<file path="src/sparce_cfg_pkg.sv">
// ------------------------------
// processor-side widths: data words, pcs and register indices
// ------------------------------

package sparce_cfg_pkg;

  // base widths of the core this front end sits in
  localparam int WORD_W    = 32;
  localparam int PC_W      = 32;
  localparam int REG_IDX_W = 5;

  // number of architectural integer registers
  localparam int NUM_REGS = 1 << REG_IDX_W;

  // store data and writeback data
  typedef logic [WORD_W-1:0] word_t;

  // byte address on the fetch side
  typedef logic [PC_W-1:0] pc_t;

  // architectural register index
  typedef logic [REG_IDX_W-1:0] reg_idx_t;

  // bytes per instruction, used when stepping the pc
  localparam int INST_BYTES = 4;

endpackage

</file>
<file path="src/sparce_sasa_pkg.sv">
// ------------------------------
// sasa entry fields, skip condition and config word layout
// ------------------------------

package sparce_sasa_pkg;

  localparam int SASA_PC_W  = 16;
  localparam int SKIP_CNT_W = 5;

  // word address of the instruction ahead of the block, pc[17:2]
  typedef logic [SASA_PC_W-1:0] sasa_pc_t;

  // instructions to jump over
  typedef logic [SKIP_CNT_W-1:0] skip_cnt_t;

  // how the two source zero flags combine
  typedef logic sasa_cond_t;

  localparam sasa_cond_t SASA_COND_OR  = 1'b0;
  localparam sasa_cond_t SASA_COND_AND = 1'b1;

  // field positions inside the stored configuration word
  localparam int CFG_PREV_PC_MSB = 31;
  localparam int CFG_PREV_PC_LSB = 16;
  localparam int CFG_RS1_MSB     = 15;
  localparam int CFG_RS1_LSB     = 11;
  localparam int CFG_RS2_MSB     = 10;
  localparam int CFG_RS2_LSB     = 6;
  localparam int CFG_COND_BIT    = 5;
  localparam int CFG_CNT_MSB     = 4;
  localparam int CFG_CNT_LSB     = 0;

endpackage

</file>
<file path="src/sparce_sasa_table.sv">
// ------------------------------
// set-associative sasa table, lru fill from snooped stores, pc lookup
// ------------------------------
`timescale 1ns/10ps

module sparce_sasa_table import sparce_cfg_pkg::*, sparce_sasa_pkg::*; #(
  parameter int  SASA_ENTRIES = 16,
  parameter int  SASA_SETS    = 2,
  parameter pc_t SASA_ADDR    = 32'h1000
) (
  input  logic       CLK,
  input  logic       nRST,
  input  logic       sasa_enable,
  input  logic       st_wen,
  input  pc_t        st_addr,
  input  word_t      st_data,
  input  pc_t        pc,
  output logic       hit,
  output reg_idx_t   rs1,
  output reg_idx_t   rs2,
  output sasa_cond_t condition,
  output skip_cnt_t  insts_to_skip
);

  // rows per way, SASA_SETS is the associativity
  localparam int DEPTH = SASA_ENTRIES / SASA_SETS;
  localparam int IDX_W = (DEPTH > 1) ? $clog2(DEPTH) : 1;
  localparam int USE_W = (SASA_SETS > 1) ? $clog2(SASA_SETS) : 1;

  typedef logic [IDX_W-1:0] idx_t;
  // usage 0 is most recent, SASA_SETS-1 is the next victim
  typedef logic [USE_W-1:0] usage_t;

  // control state
  logic       valid_q [SASA_SETS][DEPTH];
  usage_t     usage_q [SASA_SETS][DEPTH];
  // entry payload, full word address kept as the tag
  sasa_pc_t   tag_q   [SASA_SETS][DEPTH];
  reg_idx_t   rs1_q   [SASA_SETS][DEPTH];
  reg_idx_t   rs2_q   [SASA_SETS][DEPTH];
  sasa_cond_t cond_q  [SASA_SETS][DEPTH];
  skip_cnt_t  cnt_q   [SASA_SETS][DEPTH];

  // decoded store word
  sasa_pc_t   st_prev_pc;
  reg_idx_t   st_rs1;
  reg_idx_t   st_rs2;
  sasa_cond_t st_cond;
  skip_cnt_t  st_cnt;
  idx_t       st_idx;
  logic       st_fill;
  logic [SASA_SETS-1:0] victim;

  // lookup side
  sasa_pc_t pc_word;
  idx_t     pc_idx;
  usage_t   hit_way;
  logic [SASA_SETS-1:0] hit_vec;

  assign st_prev_pc = st_data[CFG_PREV_PC_MSB:CFG_PREV_PC_LSB];
  assign st_rs1     = st_data[CFG_RS1_MSB:CFG_RS1_LSB];
  assign st_rs2     = st_data[CFG_RS2_MSB:CFG_RS2_LSB];
  assign st_cond    = st_data[CFG_COND_BIT];
  assign st_cnt     = st_data[CFG_CNT_MSB:CFG_CNT_LSB];
  // set index is the low bits of the word address
  assign st_idx     = idx_t'(st_prev_pc % DEPTH);

  // a lookup hit takes the lru port, so an overlapping store is lost
  assign st_fill = sasa_enable && st_wen && (st_addr == SASA_ADDR) && !hit;

  // drop the byte offset
  assign pc_word = sasa_pc_t'(pc >> 2);
  assign pc_idx  = idx_t'(pc_word % DEPTH);

  // oldest way in the target row gets replaced
  always_comb begin
    for (int w = 0; w < SASA_SETS; w++) begin
      victim[w] = (usage_q[w][st_idx] == usage_t'(SASA_SETS - 1));
    end
  end

  // tag compare across all ways of the indexed row
  always_comb begin
    hit_vec       = '0;
    hit_way       = '0;
    rs1           = '0;
    rs2           = '0;
    condition     = SASA_COND_OR;
    insts_to_skip = '0;
    for (int w = 0; w < SASA_SETS; w++) begin
      if (valid_q[w][pc_idx] && (tag_q[w][pc_idx] == pc_word)) begin
        hit_vec[w]    = 1'b1;
        hit_way       = usage_t'(w);
        rs1           = rs1_q[w][pc_idx];
        rs2           = rs2_q[w][pc_idx];
        condition     = cond_q[w][pc_idx];
        insts_to_skip = cnt_q[w][pc_idx];
      end
    end
  end

  assign hit = |hit_vec;

  // valid bits and lru order
  always_ff @(posedge CLK, negedge nRST) begin
    if (!nRST) begin
      for (int w = 0; w < SASA_SETS; w++) begin
        for (int r = 0; r < DEPTH; r++) begin
          valid_q[w][r] <= 1'b0;
          // distinct ages per row, way 0 fills first
          usage_q[w][r] <= usage_t'(SASA_SETS - 1 - w);
        end
      end
    end else if (hit) begin
      for (int w = 0; w < SASA_SETS; w++) begin
        if (usage_t'(w) == hit_way) begin
          usage_q[w][pc_idx] <= '0;
        end else if (usage_q[w][pc_idx] < usage_q[hit_way][pc_idx]) begin
          // only ways younger than the hit way grow older
          usage_q[w][pc_idx] <= usage_q[w][pc_idx] + 1'b1;
        end
      end
    end else if (st_fill) begin
      for (int w = 0; w < SASA_SETS; w++) begin
        if (victim[w]) begin
          valid_q[w][st_idx] <= 1'b1;
          usage_q[w][st_idx] <= '0;
        end else begin
          usage_q[w][st_idx] <= usage_q[w][st_idx] + 1'b1;
        end
      end
    end
  end

  // entry payload
  always_ff @(posedge CLK) begin
    if (st_fill) begin
      for (int w = 0; w < SASA_SETS; w++) begin
        if (victim[w]) begin
          tag_q[w][st_idx] <= st_prev_pc;
          rs1_q[w][st_idx] <= st_rs1;
          rs2_q[w][st_idx] <= st_rs2;
          cond_q[w][st_idx] <= st_cond;
          cnt_q[w][st_idx] <= st_cnt;
        end
      end
    end
  end

  // a word address lives in one way only, lru fill never duplicates it
  a_single_hit: assert property (@(posedge CLK) disable iff (!nRST) $onehot0(hit_vec));

endmodule

</file>
<file path="src/sparce_sprf.sv">
// ------------------------------
// register sparsity file, zero flag per register
// ------------------------------
`timescale 1ns/10ps

module sparce_sprf import sparce_cfg_pkg::*; (
  input  logic     CLK,
  input  logic     nRST,
  input  logic     wb_wen,
  input  reg_idx_t wb_sel,
  input  word_t    wb_data,
  input  reg_idx_t rs1,
  input  reg_idx_t rs2,
  output logic     rs1_zero,
  output logic     rs2_zero
);

  // bit i set while register i holds zero
  logic [NUM_REGS-1:0] zero_q;
  logic wb_zero;
  logic wb_live;

  assign wb_zero = (wb_data == '0);
  // x0 is hardwired, writes to it never land
  assign wb_live = wb_wen && (wb_sel != '0);

  always_ff @(posedge CLK, negedge nRST) begin
    if (!nRST) begin
      // registers come out of reset as zero
      zero_q <= '1;
    end else if (wb_live) begin
      zero_q[wb_sel] <= wb_zero;
    end
  end

  // same-cycle writeback bypass on both read ports
  always_comb begin
    rs1_zero = zero_q[rs1];
    rs2_zero = zero_q[rs2];
    if (wb_live && (wb_sel == rs1)) begin
      rs1_zero = wb_zero;
    end
    if (wb_live && (wb_sel == rs2)) begin
      rs2_zero = wb_zero;
    end
  end

  a_x0_zero: assert property (@(posedge CLK) disable iff (!nRST) zero_q[0]);

endmodule

</file>
<file path="src/sparce_psru.sv">
// ------------------------------
// skip predictor, condition check and redirect pc
// ------------------------------
`timescale 1ns/10ps

module sparce_psru import sparce_cfg_pkg::*, sparce_sasa_pkg::*; (
  input  logic       sasa_enable,
  input  pc_t        pc,
  input  logic       pc_valid,
  input  logic       hit,
  input  reg_idx_t   sasa_rs1,
  input  reg_idx_t   sasa_rs2,
  input  sasa_cond_t condition,
  input  skip_cnt_t  insts_to_skip,
  input  logic       rs1_zero,
  input  logic       rs2_zero,
  output reg_idx_t   rs1,
  output reg_idx_t   rs2,
  output logic       skip,
  output pc_t        skip_pc
);

  logic cond_met;
  pc_t  skip_offset;

  // entry sources go straight to the sparsity read ports
  assign rs1 = sasa_rs1;
  assign rs2 = sasa_rs2;

  // and-type blocks need both sources zero, or-type need either
  assign cond_met = (condition == SASA_COND_AND) ? (rs1_zero && rs2_zero)
                                                 : (rs1_zero || rs2_zero);

  assign skip = pc_valid && sasa_enable && hit && cond_met;

  // the block plus the instruction ahead of it
  assign skip_offset = (pc_t'(insts_to_skip) + pc_t'(1)) * pc_t'(INST_BYTES);

  // plain fall-through when no skip
  assign skip_pc = skip ? (pc + skip_offset) : (pc + pc_t'(INST_BYTES));

  // redirect only comes from a table entry
  always_comb begin
    a_skip_needs_hit: assert (!skip || hit);
  end

endmodule

</file>
<file path="src/sparce.sv">
// ------------------------------
// sparce skip top: sasa table, sparsity file, predictor
// ------------------------------
`timescale 1ns/10ps

module sparce import sparce_cfg_pkg::*, sparce_sasa_pkg::*; #(
  parameter int  SASA_ENTRIES = 16,
  parameter int  SASA_SETS    = 2,
  parameter pc_t SASA_ADDR    = 32'h1000
) (
  input  logic     CLK,
  input  logic     nRST,
  input  logic     sasa_enable,
  input  logic     st_wen,
  input  pc_t      st_addr,
  input  word_t    st_data,
  input  logic     wb_wen,
  input  reg_idx_t wb_sel,
  input  word_t    wb_data,
  input  pc_t      pc,
  input  logic     pc_valid,
  output logic     skip,
  output pc_t      skip_pc
);

  // table to predictor
  logic       hit;
  reg_idx_t   sasa_rs1;
  reg_idx_t   sasa_rs2;
  sasa_cond_t condition;
  skip_cnt_t  insts_to_skip;
  // predictor to sparsity file and back
  reg_idx_t   rs1;
  reg_idx_t   rs2;
  logic       rs1_zero;
  logic       rs2_zero;

  sparce_sasa_table #(
    .SASA_ENTRIES (SASA_ENTRIES),
    .SASA_SETS    (SASA_SETS),
    .SASA_ADDR    (SASA_ADDR)
  ) u_sasa_table (
    .CLK           (CLK),
    .nRST          (nRST),
    .sasa_enable   (sasa_enable),
    .st_wen        (st_wen),
    .st_addr       (st_addr),
    .st_data       (st_data),
    .pc            (pc),
    .hit           (hit),
    .rs1           (sasa_rs1),
    .rs2           (sasa_rs2),
    .condition     (condition),
    .insts_to_skip (insts_to_skip)
  );

  sparce_sprf u_sprf (
    .CLK      (CLK),
    .nRST     (nRST),
    .wb_wen   (wb_wen),
    .wb_sel   (wb_sel),
    .wb_data  (wb_data),
    .rs1      (rs1),
    .rs2      (rs2),
    .rs1_zero (rs1_zero),
    .rs2_zero (rs2_zero)
  );

  sparce_psru u_psru (
    .sasa_enable   (sasa_enable),
    .pc            (pc),
    .pc_valid      (pc_valid),
    .hit           (hit),
    .sasa_rs1      (sasa_rs1),
    .sasa_rs2      (sasa_rs2),
    .condition     (condition),
    .insts_to_skip (insts_to_skip),
    .rs1_zero      (rs1_zero),
    .rs2_zero      (rs2_zero),
    .rs1           (rs1),
    .rs2           (rs2),
    .skip          (skip),
    .skip_pc       (skip_pc)
  );

endmodule

</file>
<file path="config.mk">
export PLATFORM = sky130hd
export DESIGN_NAME = sparce
export DESIGN_NICKNAME = d
export VERILOG_FILES = /design/src/sparce_cfg_pkg.sv /design/src/sparce_sasa_pkg.sv /design/src/sparce_sasa_table.sv /design/src/sparce_sprf.sv /design/src/sparce_psru.sv /design/src/sparce.sv
export SDC_FILE = /design/constraint.sdc
export NUM_CORES = 1
export LEC_CHECK = 0
export ABC_AREA = 1
export BUFFER_PORTS_ARGS = -buffer_cell sky130_fd_sc_hd__buf_2
export CAP_MARGIN = 20
export CORE_UTILIZATION = 35
export DETAILED_ROUTE_END_ITERATION = 12
export SYNTH_ARGS = -nofsm -noshare
export SYNTH_HDL_FRONTEND = slang
export SYNTH_HIERARCHICAL = 1
export SYNTH_SLANG_ARGS = --single-unit
export TNS_END_PERCENT = 10
</file>
<file path="constraint.sdc">
create_clock -name CLK -period 6.8 [get_ports CLK]
set_input_delay 1.02 -clock CLK [delete_from_list [all_inputs] [get_ports CLK]]
set_output_delay 1.02 -clock CLK [all_outputs]
set_load 0.01 [all_outputs]
</file>
# Word-level counts from Yosys, hierarchy flattened
# Memory sizes are Yosys's and may differ from the RTL's.
# Index checks and enable logic that the tools add are counted.
# op_classes
bitwise_logic	12
eq_ne	7
order_cmp	11
mux	105
addsub	7
reduce_logical	25
# op_table
operator	n
$mux 128	2
$mux 16	7
$bmux 16 s3	2
$mux 5	19
$bmux 5 s3	6
$mux 8	11
$mux 40	2
$demux 16 s3	1
$mux 1	34
$add 32x3->32 const B	1
$add 32x32->32	1
$and 8x8->8	4
$bwmux 32	1
$bwmux 8	4
$eq 16x16->1	2
$eq 32x13->1 const B	1
$logic_not 32->1	1
$mux 32	1
$bmux 1 s3	9
$lt 5x6->1 const B	3
$not 8->8	2
$or 8x8->8	2
$demux 5 s3	1
$logic_and 1x1->1	15
22 further kinds	35
# word_totals
input_bits	139
mem_count	5
regBits	64
output_inout_bits	33
mem_bits_rw	512
word_cells	205
# mem_list
memory	words	word_bits	read_ports	rd_clocked_by_memory_dff	write_ports	line_no	rtl
u_sasa_table.tag_q	2	128	2	0	2	sparce_sasa_table.sv:38	sasa_pc_t tag_q [SASA_SETS][DEPTH];
u_sasa_table.cnt_q	2	40	2	0	2	sparce_sasa_table.sv:42	skip_cnt_t cnt_q [SASA_SETS][DEPTH];
u_sasa_table.rs1_q	2	40	2	0	2	sparce_sasa_table.sv:39	reg_idx_t rs1_q [SASA_SETS][DEPTH];
u_sasa_table.rs2_q	2	40	2	0	2	sparce_sasa_table.sv:40	reg_idx_t rs2_q [SASA_SETS][DEPTH];
u_sasa_table.cond_q	2	8	2	0	2	sparce_sasa_table.sv:41	sasa_cond_t cond_q [SASA_SETS][DEPTH];

# Longest topological paths before layout
# depth
word_depth	18
mapped_depth	50
ltp_nobuf	43

# Cells and area by module
# The synthesis kept the hierarchy.
# modules_own_cells
mod	instances	seq_area_each_um2	cells_per_inst	area_each_um2
sparce_sasa_table	1	16185.5	1937	22745.6
sparce_sprf	1	840.8	362	2347.3
sparce_psru	1	0.0	270	1363.8

# Worst setup path after synthesis
# OpenSTA, ideal clock, no wires.
# synth_timing
path_kind	input port to output port
start	input port pc[3]
end	output port skip_pc[14]
n_path_buf	8
path_slack_ps	-129
arrival_ps	5909
t_required_ps	5780
stages	43
cell_sequence	buf_4 > inv_2 > buf_2 > nand2_1 > nor2_1 > buf_4 > buf_4 > a22oi_1 > nand3_1 > nand2_1 > nor2_1 > nand3_1 > nor2_1 > nand2_2 > nor2_4 > inv_2 > clkbuf_1 > o21ai_0 > [... 7 more ...] > nand2_1 > nand3_1 > nand2_1 > nor2_1 > nor2_1 > nand2_1 > inv_1 > nand2_1 > ha_1 > inv_1 > fa_1 > inv_1 > nand3_1 > nand2_1 > nand2_1 > nand2_2 > nand2_2 > xnor2_1
# synth_between
elab_chain_len	15
word_cells_on_any_way	71
classes_between	add/sub (3); eq/ne (4); mux (54); bitwise (1); reduce/logical (9)
# synth_lines
element	line_no	rtl
from (decl)	sparce.sv:20	input pc_t pc,
$not 3->4 (implied by the code)	sparce_sasa_table.sv:91, sparce_sasa_table.sv:94	
$bmux 16 s3	sparce_sasa_table.sv:91	if (valid_q[w][pc_idx] && (tag_q[w][pc_idx] == pc_word)) begin
$mux 16 (implied by the code) (2 in a row)	sparce_sasa_table.sv:91	
$eq 16x16->1	sparce_sasa_table.sv:91	
$logic_and 1x1->1	sparce_sasa_table.sv:91	
$mux 5	sparce_sasa_table.sv:91	
$mux 5 (*)	sparce_sasa_table.sv:91	
net sasa_rs1[0]	sparce.sv:28	reg_idx_t sasa_rs1;
$bmux 1 s5 or $eq 5x5->1 (tied branches)	sparce_sprf.sv:38, sparce_sprf.sv:40	
$mux 1 (implied by the code) or $logic_and 1x1->1 (tied branches)	sparce_sprf.sv:38, sparce_sprf.sv:40	
$mux 1 (*)	sparce_sprf.sv:40	if (wb_live && (wb_sel == rs1)) begin
net rs1_zero	sparce.sv:35	logic rs1_zero;
$logic_or 1x1->1 or $logic_and 1x1->1 (tied branches)	sparce_psru.sv:32, sparce_psru.sv:31	
$mux 1 (*)	sparce_psru.sv:31	assign cond_met = (condition == SASA_COND_AND) ? (rs1_zero && rs2_zero)
$logic_and 1x1->1 (*)	sparce_psru.sv:34	assign skip = pc_valid && sasa_enable && hit && cond_met;
net skip	sparce.sv:22	output logic skip,
$mux 32 (*)	sparce_psru.sv:40	assign skip_pc = skip ? (pc + skip_offset) : (pc + pc_t'(INST_BYTES));
to (decl)	sparce.sv:23	output pc_t skip_pc
# The timed path passes the listed nets; every way through them passes the cells marked *. The select of a mux whose other input is x is not followed.

# Worst setup path after layout
# layout_timing
start	input port pc[2]
end	output port skip_pc[17]
# layout_between
elab_chain_len	15
word_cells_on_any_way	71
classes_between	add/sub (3); eq/ne (4); mux (54); bitwise (1); reduce/logical (9)
# layout_lines
element	line_no
$not 3->4 (implied by the code)	sparce_sasa_table.sv:91, sparce_sasa_table.sv:94
$bmux 16 s3	sparce_sasa_table.sv:91
$mux 16 (implied by the code) (2 in a row)	sparce_sasa_table.sv:91
$eq 16x16->1	sparce_sasa_table.sv:91
$logic_and 1x1->1	sparce_sasa_table.sv:91
$mux 5	sparce_sasa_table.sv:91
$mux 5 (*)	sparce_sasa_table.sv:91
net sasa_rs1[2]	sparce.sv:28
$bmux 1 s5 or $eq 5x5->1 (tied branches)	sparce_sprf.sv:38, sparce_sprf.sv:40
$mux 1 (implied by the code) or $logic_and 1x1->1 (tied branches)	sparce_sprf.sv:38, sparce_sprf.sv:40
$mux 1 (*)	sparce_sprf.sv:40
net rs1_zero	sparce.sv:35
$logic_or 1x1->1 or $logic_and 1x1->1 (tied branches)	sparce_psru.sv:32, sparce_psru.sv:31
$mux 1 (*)	sparce_psru.sv:31
$logic_and 1x1->1 (*)	sparce_psru.sv:34
$mux 32 (*)	sparce_psru.sv:40
# Marked as above.

==> impl_results.md <==
* Synthesis warning total at 6
* Hold WS at just under 0.4 ns
* Hold-fix buffers at CTS at 0
* Final Hold Vio Count at 0
* CP most frequent cell: nand2_1
* DR DRC count at 0
* FP Rows at 100
* Worst min path class: register to register
* Clk root buf: clkbuf_16
* Largest net degree at the start of global routing at 65
* Most common cell after layout, fill and taps aside: nand2_1
* Lkg Pwr at around 13 nW
* Setup crit end: skip_pc[17]
* Critical Path AT at between 5 and 6 ns
* First-pass GRT wire length at around 120 mm
* # H-tree levels at 2
* Clk_skew at roughly 0.026 ns
* First drt pass iteration count at 7
* Worst Setup SP: pc[2]
* Initial DRC Count at 1868
* Sequential area share after synthesis at about 64%
* Vias in the first global route at 19000
* Longest Clk Path Bufs at 3
* Mapped Cells at roughly 2600
* Die W at around 280 um
* Post-Syn Area at roughly 0.026 sq mm
* Crit path max-delay family: simple AND/OR/NAND/NOR gates
* ANT nets after route at 0
* CP Launch Type: primary input
* Final Max Slew Viols at 0
* Relative slew slack at 33.6%
* Initial Util at between 30% and 40%
* Fraction of layout cells with a size suffix above 1 at a little under a quarter
* Minimum clock period at approximately 6.8 ns
* R2R setup slack at 2.69 ns
* VDD IR-drop max at 0.199 mV
* Overall routed net length at approximately 81 mm
* Crit. path cell count at 39
* Yosys reg bits at around 580
* Area contributors post-synth: edfxtp_1, nand2_1, dfstp_2
* Nets@finish at between 3000 and 4000
* Syn-to-layout area delta at 22.3%
* CP max-delay cell: ha_1
* IO buf count at ~170
* FF-to-FF Start: u_sasa_table/valid_q[8]
* Inserted Clock Buffers at a little under 60
* R2r worst-path depth at 17
* Ys flop type: edfxtp_1
* Post-synth top area cell: edfxtp_1
* Max stage delay on crit path at approximately 0.37 ns
* Worst-Margin Slew at around 0.99 ns
* Total chip power at just under 0.008 W
* Hold Path Stages at 0
* Post-synth EDFFs at 512
* Clk Latency, worst-skew pair at around 0.63 ns
* Setup crit end kind: output pin
* Total gr overflow at 0
* N_diodes at 0
* CP Data Required Time at slightly below 6 ns
* Final setup fails at 0
* Fillers at just under 7000
* Worst-path clk slew at 0.06 ns
* CP Buf/Inv Count at 11
* Ports at about 170
* Gr usage total at roughly 21%
* RSZ-0062 raised after global routing: true
* DIE HEIGHT at 277 um
* Initial antenna violation count at 4
* Vias at about 20000
* Worst Path Max Fanout at 9
* Drt wl/cell at 20.6 um
* Status: complete, no violations
* Dpl hpwl at approximately 55 mm
* Library cells used by synthesis at 56
* Max-Cap Viols at 0
* CTS tree: built
* Most frequent cells in the layout: nand2_1, edfxtp_1, buf_4
* Top cell type's share of synthesized area at about three fifths
* PwrDens at roughly 240 mW/mm^2
* WS Path Type: primary input to output pin
* Ys async rst share at between 10% and 20%
* Syn_nets at 2716
* Mean post-synth cell area at roughly 10 sq um
* Period utilization at 99.5%
* Die Area at 0.0767 sq mm
* GP Congestion at 0.914
* R2r endpoint: u_sasa_table/tag_q[0][12]
* Via density at roughly 5.2
* Fmax at 0.148 GHz
* Total clock sinks at around 580
* Core Box Area at 0.0746 sq mm
## power breakdown
part           internal, W  switching (W)
logic             0.000242       0.000406
clock network      0.00184        0.00137
registers          0.00390      0.0000374
## worst reg2reg max path, stage by stage (launching register included)
cell      delay [ns]
dfrtp_1         0.36
inv_1           0.06
nor2_1          0.04
a211oi_1        0.34
nand3_1         0.20
nand2_1         0.10
nor2_1          0.04
nand3_1         0.07
nor2_1          0.05
nand2_2         0.14
buf_4           0.13
buf_4           0.24
nand2_4         0.07
buf_4           0.21
inv_2           0.19
nand3_2         0.42
nor2_4          0.85
buf_12          0.27
## cell type report
type                            count  area (sq um)  area share (%)
Clock buffer                       77          1590            4.90
Clock inverter                     33           340            1.05
Inverter                          188           734            2.27
Multi-Input combinational cell   1697          8560            26.5
Sequential cell                   576         17000            52.6
Tap cell                          969          1210            3.75
Timing Repair Buffer              394          2890            8.95
## state kept, by name, summed over array words and instances, names as in the netlist
name,count
u_sasa_table/tag_q,256
u_sprf/zero_q,32
u_sasa_table/rs2_q,80
u_sasa_table/usage_q,16
u_sasa_table/cond_q,16
u_sasa_table/valid_q,16
u_sasa_table/rs1_q,80
u_sasa_table/cnt_q,80
## through the flow
step / cell area (sq um) / std cells / setup TNS, ns / utilization [%] / setup WS (ns)
after floorplan: 26500 / 2569 / 0 / - / 0.000847
after global placement: 29900 / 3805 / -12.33 / 40.1 / -0.526
after detailed placement: 29900 / 3806 / -11.44 / 40.2 / -0.514
after CTS: 32200 / 3931 / 0 / 43.2 / 0.0244
after global routing: 32400 / 3934 / -6.42 / 43.4 / -0.305
final: 32400 / 3934 / 0 / 43.4 / 0.0353
## metal layers
metal | up-vias | share of wire (%) | GRT usage [%]
met4 | 6 | 2.6 | 6.07
met2 | 771 | 47 | 33.4
li1 | 9656 | - | -
met5 | - | 0.046 | 0
met3 | 130 | 7.1 | 3.26
met1 | 9748 | 44 | 28.8
## repair_timing
action	in CTS	in global routing
pin swaps	10	18
cloned	2	0
buffers inserted	13	3
gates resized for setup	46	49
endpoints found under the setup margin	28	28
hold endpoints to repair	0	0
## synth_stat cells, drive strengths merged (7+ instances only)
| cell | instances |
|---|---|
| o211ai | 11 |
| nand2 | 806 |
| inv | 184 |
| ha | 7 |
| nand4 | 70 |
| nand3b | 8 |
| nor4 | 9 |
| or2 | 28 |
| a22o | 10 |
| a221oi | 19 |
| a31oi | 10 |
| dfrtp | 24 |
| clkbuf | 34 |
| dfstp | 40 |
| edfxtp | 512 |
| o21ai | 89 |
| or4 | 10 |
| a22oi | 25 |
| a21oi | 47 |
| o22ai | 51 |
| a211oi | 12 |
| nand3 | 195 |
| xor2 | 16 |
| buf | 75 |
| nor2 | 214 |
| o221ai | 11 |
| nor3 | 31 |
## logic make-up after synthesis
family | share of synthesized area, %
compound gates | 6.99
xor+xnor | 0.662
fa+ha+maj | 0.407
buf+inv | 4.81
flops | 64.4
simple gates | 22.8
## worst min-delay path by stage
stage	startpoint	endpoint	slack, ns
CTS	u_sprf/zero_q[0]	u_sprf/zero_q[0]	0.39
finish	u_sprf/zero_q[0]	u_sprf/zero_q[0]	0.39
global route	u_sprf/zero_q[0]	u_sprf/zero_q[0]	0.40
global placement	u_sprf/zero_q[0]	u_sprf/zero_q[0]	0.39
detailed placement	u_sprf/zero_q[0]	u_sprf/zero_q[0]	0.38
floorplan	u_sasa_table/valid_q[15]	u_sasa_table/valid_q[15]	0.42
Note: power is estimated with default switching activity, not from simulation.
